[config.mk]
export PLATFORM = sky130hd
export DESIGN_NAME = ifetch_top
export DESIGN_NICKNAME = d
export VERILOG_FILES = /design/src/hw/cpu_cfg_pkg.sv /design/src/hw/ifetch_types_pkg.sv /design/src/hw/ifetch_ctrl.sv /design/src/hw/ifetch_top.sv /design/src/hw/pc_gen.sv /design/src/hw/pipe_buf.sv /design/src/hw/predecode.sv
export SDC_FILE = /design/constraint.sdc
export NUM_CORES = 1
export LEC_CHECK = 0
export BUFFER_PORTS_ARGS = -buffer_cell sky130_fd_sc_hd__clkbuf_2
export CORE_MARGIN = 8
export CORE_UTILIZATION = 54
export DETAILED_ROUTE_END_ITERATION = 16
export MAX_ROUTING_LAYER = met4
export PLACE_DENSITY = 0.8
export SYNTH_ARGS = -nofsm -noshare
export SYNTH_HDL_FRONTEND = slang
export SYNTH_SLANG_ARGS = --single-unit
[constraint.sdc]
create_clock -name clk -period 4.2 [get_ports clk]
set_input_delay 0.21 -clock clk [delete_from_list [all_inputs] [get_ports clk]]
set_output_delay 0.21 -clock clk [all_outputs]
set_load 0.01 [all_outputs]
[src/hw/cpu_cfg_pkg.sv]
// ~~~~~~~~~~~~~~~~~~~~~~~~~~~~~~
// core-wide address and instruction widths
// and the relative jump encoding fields
// ~~~~~~~~~~~~~~~~~~~~~~~~~~~~~~
`default_nettype none

package cpu_cfg_pkg;

   // byte address and instruction word widths
   localparam int ADDR_W = 32;
   localparam int INSN_W = 32;
   localparam int PC_W   = ADDR_W - 2; // the PC counts words, the low two address bits are 0

   // relative jump major opcode sits in the top six bits of the word
   localparam logic [5:0] OPC_JMPREL = 6'h01;
   localparam int OPC_MSB = 31;
   localparam int OPC_LSB = 26;

   localparam int JMP_COND_BIT = 25; // set means taken only when the condition flag is 1
   localparam int JMP_LINK_BIT = 24; // set means the decoder writes a return address

   // signed word offset in bits 23 down to 0
   localparam int JMP_OFS_W = 24;

endpackage

`default_nettype wire

[src/hw/ifetch_types_pkg.sv]
// ~~~~~~~~~~~~~~~~~~~~~~~~~~~~~~
// fetch packet, jump info and redirect structs
// plus the next-PC source select codes
// ~~~~~~~~~~~~~~~~~~~~~~~~~~~~~~
`default_nettype none

package ifetch_types_pkg;

   import cpu_cfg_pkg::*;

   // what the decoder receives for every fetched word
   typedef struct packed {
      logic [INSN_W-1:0] insn;        // raw instruction word
      logic [PC_W-1:0]   pc;          // word address it was fetched from
      logic              op_jmprel;   // word is a relative jump
      logic              jmprel_link; // relative jump also writes a return address
   } fetch_pkt_t;

   // result of predecoding the word on the instruction bus
   typedef struct packed {
      logic            taken;  // relative jump whose condition holds
      logic [PC_W-1:0] offset; // word offset, already sign extended to the PC width
   } jmp_info_t;

   // far redirect request from later in the pipeline
   typedef struct packed {
      logic            valid;
      logic [PC_W-1:0] target; // word address to continue from
   } far_jmp_t;

   // next-PC source codes driven by fetch control into the PC generator
   localparam logic [1:0] PC_SEL_SEQ = 2'd0; // pc plus one
   localparam logic [1:0] PC_SEL_REL = 2'd1; // pc plus predecoded offset
   localparam logic [1:0] PC_SEL_FAR = 2'd2; // far redirect target

endpackage

`default_nettype wire

[src/hw/ifetch_ctrl.sv]
// ~~~~~~~~~~~~~~~~~~~~~~~~~~~~~~
// fetch control with bus handshake, next-PC
// source selection and pending far redirect
// ~~~~~~~~~~~~~~~~~~~~~~~~~~~~~~
`timescale 1ns/100ps
`default_nettype none

module ifetch_ctrl
   import cpu_cfg_pkg::*;
   import ifetch_types_pkg::*;
(
   input  logic            clk,
   input  logic            arst_n,
   input  far_jmp_t        far_jmp,      // one-cycle redirect pulse
   input  jmp_info_t       jmp_info,     // predecode of the word on the bus
   input  logic            ibus_valid,
   input  logic            buf_in_ready, // pipe buffer can take a packet
   output logic            ibus_ready,
   output logic            pc_load,      // a bus transfer happens on this edge
   output logic [1:0]      pc_sel,
   output logic [PC_W-1:0] far_target,
   output logic            jmp_ready     // no redirect is waiting
);

   far_jmp_t pend_q;  // redirect that arrived while no transfer took place
   far_jmp_t far_eff; // redirect that applies to the current transfer

   // the bus is held off in reset and afterwards only moves when the buffer has room
   assign ibus_ready = arst_n & buf_in_ready;
   assign pc_load    = ibus_valid & ibus_ready;
   assign jmp_ready  = ~pend_q.valid;

   // a waiting redirect wins, otherwise a fresh pulse is used directly
   // a pulse that arrives while one is pending is simply dropped here
   assign far_eff    = pend_q.valid ? pend_q : far_jmp;
   assign far_target = far_eff.target;

   // far redirect beats a taken relative jump, which beats the sequential path
   always_comb begin
      if (far_eff.valid) begin
         pc_sel = PC_SEL_FAR;
      end else if (jmp_info.taken) begin
         pc_sel = PC_SEL_REL;
      end else begin
         pc_sel = PC_SEL_SEQ;
      end
   end

   // the pending redirect is captured on an idle cycle and dropped once a transfer uses it
   always_ff @(posedge clk or negedge arst_n) begin
      if (!arst_n) begin
         pend_q <= '0;
      end else if (pc_load) begin
         pend_q.valid <= 1'b0;      // the redirect went into the PC on this edge
      end else if (far_jmp.valid && jmp_ready) begin
         pend_q <= far_jmp;         // keep it until the bus moves again
      end
   end

endmodule

`default_nettype wire

[src/hw/ifetch_top.sv]
// ~~~~~~~~~~~~~~~~~~~~~~~~~~~~~~
// instruction fetch stage top level
// ~~~~~~~~~~~~~~~~~~~~~~~~~~~~~~
`timescale 1ns/100ps
`default_nettype none

module ifetch_top
   import cpu_cfg_pkg::*;
   import ifetch_types_pkg::*;
#(
   parameter logic [ADDR_W-1:0] RESET_VECTOR = 32'h0000_0100 // byte address fetched after reset
)(
   input  logic              clk,
   input  logic              arst_n,
   // instruction bus
   input  logic              ibus_valid,
   input  logic [INSN_W-1:0] ibus_insn,
   output logic              ibus_ready,
   output logic [ADDR_W-1:0] ibus_addr,
   // condition flag and far redirect
   input  logic              cc,
   input  far_jmp_t          far_jmp,
   output logic              jmp_ready,
   // decoder
   output logic              dec_valid,
   output fetch_pkt_t        dec_pkt,
   input  logic              dec_ready
);

   jmp_info_t       jmp_info;
   logic            op_jmprel;
   logic            jmprel_link;
   logic            pc_load;
   logic [1:0]      pc_sel;
   logic [PC_W-1:0] far_target;
   logic [PC_W-1:0] pc_q;
   logic [PC_W-1:0] pc_nxt;
   logic            buf_in_ready;
   fetch_pkt_t      fetch_pkt;

   // the bus is told where the word after the current one lives
   assign ibus_addr = {pc_nxt, 2'b00};

   // the word on the bus belongs to the PC register value
   assign fetch_pkt = '{insn:        ibus_insn,
                        pc:          pc_q,
                        op_jmprel:   op_jmprel,
                        jmprel_link: jmprel_link};

   ifetch_ctrl u_ifetch_ctrl (
      .clk          (clk),
      .arst_n       (arst_n),
      .far_jmp      (far_jmp),
      .jmp_info     (jmp_info),
      .ibus_valid   (ibus_valid),
      .buf_in_ready (buf_in_ready),
      .ibus_ready   (ibus_ready),
      .pc_load      (pc_load),
      .pc_sel       (pc_sel),
      .far_target   (far_target),
      .jmp_ready    (jmp_ready)
   );

   pc_gen #(.RESET_VECTOR(RESET_VECTOR)) u_pc_gen (
      .clk        (clk),
      .arst_n     (arst_n),
      .pc_load    (pc_load),
      .pc_sel     (pc_sel),
      .far_target (far_target),
      .jmp_info   (jmp_info),
      .pc_q       (pc_q),
      .pc_nxt     (pc_nxt)
   );

   predecode u_predecode (
      .insn        (ibus_insn),
      .cc          (cc),
      .jmp_info    (jmp_info),
      .op_jmprel   (op_jmprel),
      .jmprel_link (jmprel_link)
   );

   // bus valid feeds the buffer directly, its ready goes back through control
   pipe_buf u_pipe_buf (
      .clk       (clk),
      .arst_n    (arst_n),
      .in_valid  (ibus_valid),
      .in_pkt    (fetch_pkt),
      .in_ready  (buf_in_ready),
      .out_valid (dec_valid),
      .out_pkt   (dec_pkt),
      .out_ready (dec_ready)
   );

endmodule

`default_nettype wire

[src/hw/pc_gen.sv]
// ~~~~~~~~~~~~~~~~~~~~~~~~~~~~~~
// program counter register and next-PC mux
// ~~~~~~~~~~~~~~~~~~~~~~~~~~~~~~
`timescale 1ns/100ps
`default_nettype none

module pc_gen
   import cpu_cfg_pkg::*;
   import ifetch_types_pkg::*;
#(
   parameter logic [ADDR_W-1:0] RESET_VECTOR = 32'h0000_0100 // byte address of the first word
)(
   input  logic            clk,
   input  logic            arst_n,
   input  logic            pc_load,    // load pc_nxt on this edge
   input  logic [1:0]      pc_sel,     // next-PC source
   input  logic [PC_W-1:0] far_target,
   input  jmp_info_t       jmp_info,
   output logic [PC_W-1:0] pc_q,       // word address of the word on the bus
   output logic [PC_W-1:0] pc_nxt      // word address fetched after this one
);

   localparam logic [PC_W-1:0] RESET_PC = RESET_VECTOR[ADDR_W-1:2]; // byte to word address

   logic [PC_W-1:0] pc_seq;
   logic [PC_W-1:0] pc_rel;

   // candidate next addresses
   assign pc_seq = pc_q + PC_W'(1);
   assign pc_rel = pc_q + jmp_info.offset; // offset is signed, wraps like the hardware adder

   always_comb begin
      case (pc_sel)
         PC_SEL_REL: pc_nxt = pc_rel;
         PC_SEL_FAR: pc_nxt = far_target;
         default:    pc_nxt = pc_seq; // sequential, and the unused code
      endcase
   end

   // the PC only moves on a bus transfer
   always_ff @(posedge clk or negedge arst_n) begin
      if (!arst_n) begin
         pc_q <= RESET_PC;
      end else if (pc_load) begin
         pc_q <= pc_nxt;
      end
   end

endmodule

`default_nettype wire

[src/hw/pipe_buf.sv]
// ~~~~~~~~~~~~~~~~~~~~~~~~~~~~~~
// one-entry valid/ready fetch packet register
// ~~~~~~~~~~~~~~~~~~~~~~~~~~~~~~
`timescale 1ns/100ps
`default_nettype none

module pipe_buf
   import ifetch_types_pkg::*;
(
   input  logic       clk,
   input  logic       arst_n,
   input  logic       in_valid,
   input  fetch_pkt_t in_pkt,
   output logic       in_ready,
   output logic       out_valid,
   output fetch_pkt_t out_pkt,
   input  logic       out_ready
);

   logic       full_q; // the stage holds a packet not yet taken by the decoder
   fetch_pkt_t pkt_q;
   logic       cas;    // capture strobe, a packet moves in on this edge

   // room exists when empty or when the held packet leaves on the same edge
   assign in_ready = ~full_q | out_ready;
   assign cas      = in_valid & in_ready;

   // occupancy flag
   always_ff @(posedge clk or negedge arst_n) begin
      if (!arst_n) begin
         full_q <= 1'b0;
      end else if (cas) begin
         full_q <= 1'b1;      // refilled, possibly while the old packet drains
      end else if (out_ready) begin
         full_q <= 1'b0;      // drained with nothing new behind it
      end
   end

   // packet payload only changes on capture so it holds under back-pressure
   always_ff @(posedge clk) begin
      if (cas) begin
         pkt_q <= in_pkt;
      end
   end

   assign out_valid = full_q;
   assign out_pkt   = pkt_q;

endmodule

`default_nettype wire

[src/hw/predecode.sv]
// ~~~~~~~~~~~~~~~~~~~~~~~~~~~~~~
// relative jump predecoder with condition,
// offset extension and link bit
// ~~~~~~~~~~~~~~~~~~~~~~~~~~~~~~
`timescale 1ns/100ps
`default_nettype none

module predecode
   import cpu_cfg_pkg::*;
   import ifetch_types_pkg::*;
(
   input  logic [INSN_W-1:0] insn,        // word currently on the instruction bus
   input  logic              cc,          // condition flag from the status register
   output jmp_info_t         jmp_info,
   output logic              op_jmprel,
   output logic              jmprel_link
);

   logic [5:0]           opc;
   logic                 is_jmprel;
   logic                 is_cond;
   logic                 cond_ok;
   logic [JMP_OFS_W-1:0] ofs_raw;
   logic [PC_W-1:0]      ofs_ext;

   // field extraction
   assign opc     = insn[OPC_MSB:OPC_LSB];
   assign ofs_raw = insn[JMP_OFS_W-1:0];
   assign is_cond = insn[JMP_COND_BIT];

   // only the major opcode is checked, the rest of the word is the jump itself
   assign is_jmprel = (opc == OPC_JMPREL);

   // unconditional jumps always pass, conditional ones need the flag set
   assign cond_ok = ~is_cond | cc;

   // widen the 24 bit word offset to the PC width with its sign bit
   assign ofs_ext = {{(PC_W-JMP_OFS_W){ofs_raw[JMP_OFS_W-1]}}, ofs_raw};

   // info for fetch control and the PC generator
   assign jmp_info.taken  = is_jmprel & cond_ok;
   assign jmp_info.offset = ofs_ext; // meaningless unless taken is high

   // bits that travel with the packet to the decoder
   assign op_jmprel   = is_jmprel;
   assign jmprel_link = is_jmprel & insn[JMP_LINK_BIT]; // link is reported even if not taken

endmodule

`default_nettype wire

==> flow_metrics.py <==
metrics = {
    "power_and_ir_drop": {
        "seq_power_share_pct": 39.0,
        "p_leak_nw": 4.053,
        "net-switching-power_mw": 1.389,
        "combPwrFrac_pct": 26.1,
        "powerDensity_nw_per_um2": 506.2,
        "ir_drop_v": 0.0003061,
        "pwr-share-clk_pct": 35.0,
        "intPower_mw": 3.083,
        "netSwitchingFraction_pct": 31.07,
        "report.power.total_mw": 4.473,
    },
    "worst_setup_path": {
        "arrival_ns": 3.79,
        "worstSetupPathType": "reg -> out",
        "worstSetupEndpointType": "output port",
        "required_ns": 3.99,
        "crit_fanout": 23,
        "setup.worst_path.start_class": "register",
    },
    "detailed_routing": {
        "ant_nets": 0,
        "wirelength_um": 21200,
        "dr_total_vias": 5811,
        "drtIter0Drc": 442,
        "drcViolationCount": 0,
        "viasPerCell": 5.828,
        "dr.pass1.iters": 5,
        "avgRoutedWirePerCell_um": 21.27,
    },
    "synth": {
        "synth_top_area_share_pct": 27.84,
        "synth.avg_cell_area_um2": 11.17,
        "synthArstFlopShare_pct": 49.21,
        "synth_edf_count": 64,
        "yosys_register_bits": 126,
        "syn_inst": 618,
        "ys_types": 72,
        "synth_area_leaders": "edfxtp_1 28%, dfrtp_1 22%, mux2_2 7.0%",
        "ys_warn_count": 0,
        "synth_area_um2": 6903,
        "synth_most_common_cell": "nand2_1",
        "ys.flop_type": "edfxtp_1",
        "synth_common_cells": "68 x nand2_1, 64 x edfxtp_1, 61 x dfrtp_1, 43 x mux2_2, 38 x a21oi_1",
        "yosysTopAreaCell": "edfxtp_1",
        "seq_area_frac_synth_pct": 50.34,
    },
    "placed_design": {
        "dpl.cell_count": 934,
        "gp_congestion": 0.9049,
        "hpwl_um": 15040,
        "port_buffers": 164,
        "pre_cts_ws_ns": 0.2212,
    },
    "die": {
        "io-pin-count": 167,
        "dieArea_um2": 16660,
        "die_h_um": 129.1,
        "start_util_pct": 54.92,
        "core_area_um2": 12570,
        "fp-row-count": 41,
        "die_x_um": 129.1,
    },
    "sta": {
        "finClkSkew_ns": 0.007493,
        "fmax_mhz": 250.3,
        "finalMaxSlewViolations": 0,
        "setup_violations": 0,
        "min_period_over_period_pct": 95.13,
        "fin_tns_setup_ns": 0,
        "worst_slew_margin_rel_pct": 32.93,
        "setup_ws_ns": 0.2047,
        "worst_pin_slew_ns": 1.006,
        "finalHoldViolCount": 0,
        "period_needed_ns": 3.995,
    },
    "global_route": {
        "antenna_found_initial": 0,
        "grtUsageTotal_pct": 26.21,
        "grt_pass1_vias": 5857,
        "grt_max_degree": 63,
        "gr-total-overflow": 0,
        "grt_pass1_wl_um": 32440,
    },
    "clock_tree": {
        "clk_pin_slew_worst_paths_ns": 0.06,
        "cts-root-buf": "clkbuf_16",
        "cts_made_buffers": 17,
        "cts_buffer_depth": 2,
        "clock_latency_ns": 0.42,
        "h-tree-depth": 4,
        "cts_tree": "done",
        "cts_sinks": 126,
    },
    "finish": {
        "n_antenna_cell": 0,
        "final_cells": 997,
        "synthToLayoutAreaGrowth_pct": 28.00,
        "drive_above_1_share_pct": 35.03,
        "nets": 910,
        "fin_util_pct": 70.30,
        "n_fill_cell": 933,
    },
    "min_path": {
        "hold_path.class": "in -> reg",
    },
    "job": {
        "max_cap_violations": 0,
    },
    "status": {
        "status": "completed",
    },
}
==> stage by stage <==
| step | hold WS [ns] | area (um^2) |
|---|---|---|
| after floorplan | -0.08559 | 6907 |
| after global placement | 0.4012 | 7849 |
| after detailed placement | 0.4061 | 7849 |
| after CTS | 0.0007847 | 8755 |
| after global routing | 0.009181 | 8836 |
| final | 0.01829 | 8836 |
==> power groups by stage <==
stage	Sequential (mW)	Clock, mW	Combinational (mW)
2_1_floorplan	1.74	0	0.729
3_3_place_gp	1.74	0	1.11
4_1_cts	1.74	1.57	1.16
5_1_grt	1.77	1.63	1.28
3_5_place_dp	1.76	0	1.13
6_report	1.74	1.56	1.17
==> cell type report <==
type                            instances  area (um^2)  area share, %
Clock inverter                         13        187.7          2.124
Inverter                               10        37.54         0.4248
Multi-Input combinational cell        450         3267          36.97
Clock buffer                           19        442.9          5.013
Timing Repair Buffer                  207         1211          13.71
Sequential cell                       126         3475          39.32
Tap cell                              172        215.2          2.436
==> worst paths after layout <==
kind                                                       from                               end  slack (ns)  depth (start not counted)
setup / recovery           u_ifetch_ctrl.pend_q[30]$_DFFE_PN0P_                     ibus_addr[29]        0.20                         15
hold / removal                                    ibus_insn[23]  u_pipe_buf.out_pkt[55]$_DFFE_PP_        0.02                          1
setup reg to reg           u_ifetch_ctrl.pend_q[30]$_DFFE_PN0P_     u_pc_gen.pc_q[27]$_DFFE_PN0P_        0.69                         15
hold reg to reg                   u_pc_gen.pc_q[11]$_DFFE_PN0P_  u_pipe_buf.out_pkt[13]$_DFFE_PP_        0.48                          0
max in group asynchronous                                arst_n      u_pc_gen.pc_q[5]$_DFFE_PN0P_        3.55                          2
min in group asynchronous                                arst_n     u_pc_gen.pc_q[19]$_DFFE_PN0P_        0.09                          2
==> flip-flops by register name, indices dropped and copies added, names as in the netlist <==
| name | cells |
|---|---|
| u_ifetch_ctrl.pend_q | 31 |
| u_pc_gen.pc_q | 30 |
| u_pipe_buf.out_pkt | 64 |
| u_pipe_buf.out_valid | 1 |
==> worst max-delay path: stages, from the launching register on <==
cell      delay (ns)
dfrtp_1         0.38
nor2_2          0.16
o2111a_1        0.22
buf_4           0.26
and2_1          0.17
ha_1            0.27
a21o_1          0.21
a21oi_4         0.18
a21oi_2         0.10
nor4_4          0.26
buf_4           0.18
o221ai_4        0.18
a31oi_1         0.25
mux2i_1         0.30
a21oi_1         0.11
clkbuf_2        0.14
==> repair_timing <==
item,in CTS,in global routing
setup endpoints to repair,4,15
gates resized for setup,2,10
hold buffers,26,1
buffers inserted,0,4
cloned,0,0
hold endpoints to repair,26,1
pin swaps,1,3
==> metal layers <==
layer	GRT usage [%]	up-vias	part of all wire, %
met3	5.670	22	7.7
met2	41.35	260	48
met4	8.155	0	1.4
met5	-	-	0
li1	-	2690	-
met1	33.24	2839	43
==> placed cells by master (no fill, tap or decap), types with 4 or more instances in the layout <==
cell type      instances
clkinv_4               5
o21ai_0               20
o22ai_1                6
a21o_1                20
o21bai_1               5
and2_1                28
nand4_1                6
inv_1                  8
nand2_1               68
buf_4                 16
a21oi_1               36
mux2i_1                7
clkbuf_2             163
bufinv_16              4
a31oi_1               11
clkbuf_16             17
edfxtp_1              64
o211ai_1              11
nor4_1                 4
nand2b_1               6
mux2_2                43
nor2b_1                4
dfrtp_1               61
nor3_1                 6
ha_1                  29
nand3_1               12
dlygate4sd3_1         27
xnor2_1                9
nor2_1                23
o211a_1                4
and3_1                 4
o21a_1                16
xor2_1                 6
==> logic make-up after synthesis <==
family,Yosys count,share of synthesized area (%)
flops,126,50.34
simple gates,182,13.40
fa+ha+maj,30,5.547
mux,51,8.247
buf+inv,43,3.281
other cells,1,0.05433
xor+xnor,15,1.903
compound gates,170,17.24
Power figures use the tool's default switching activity.
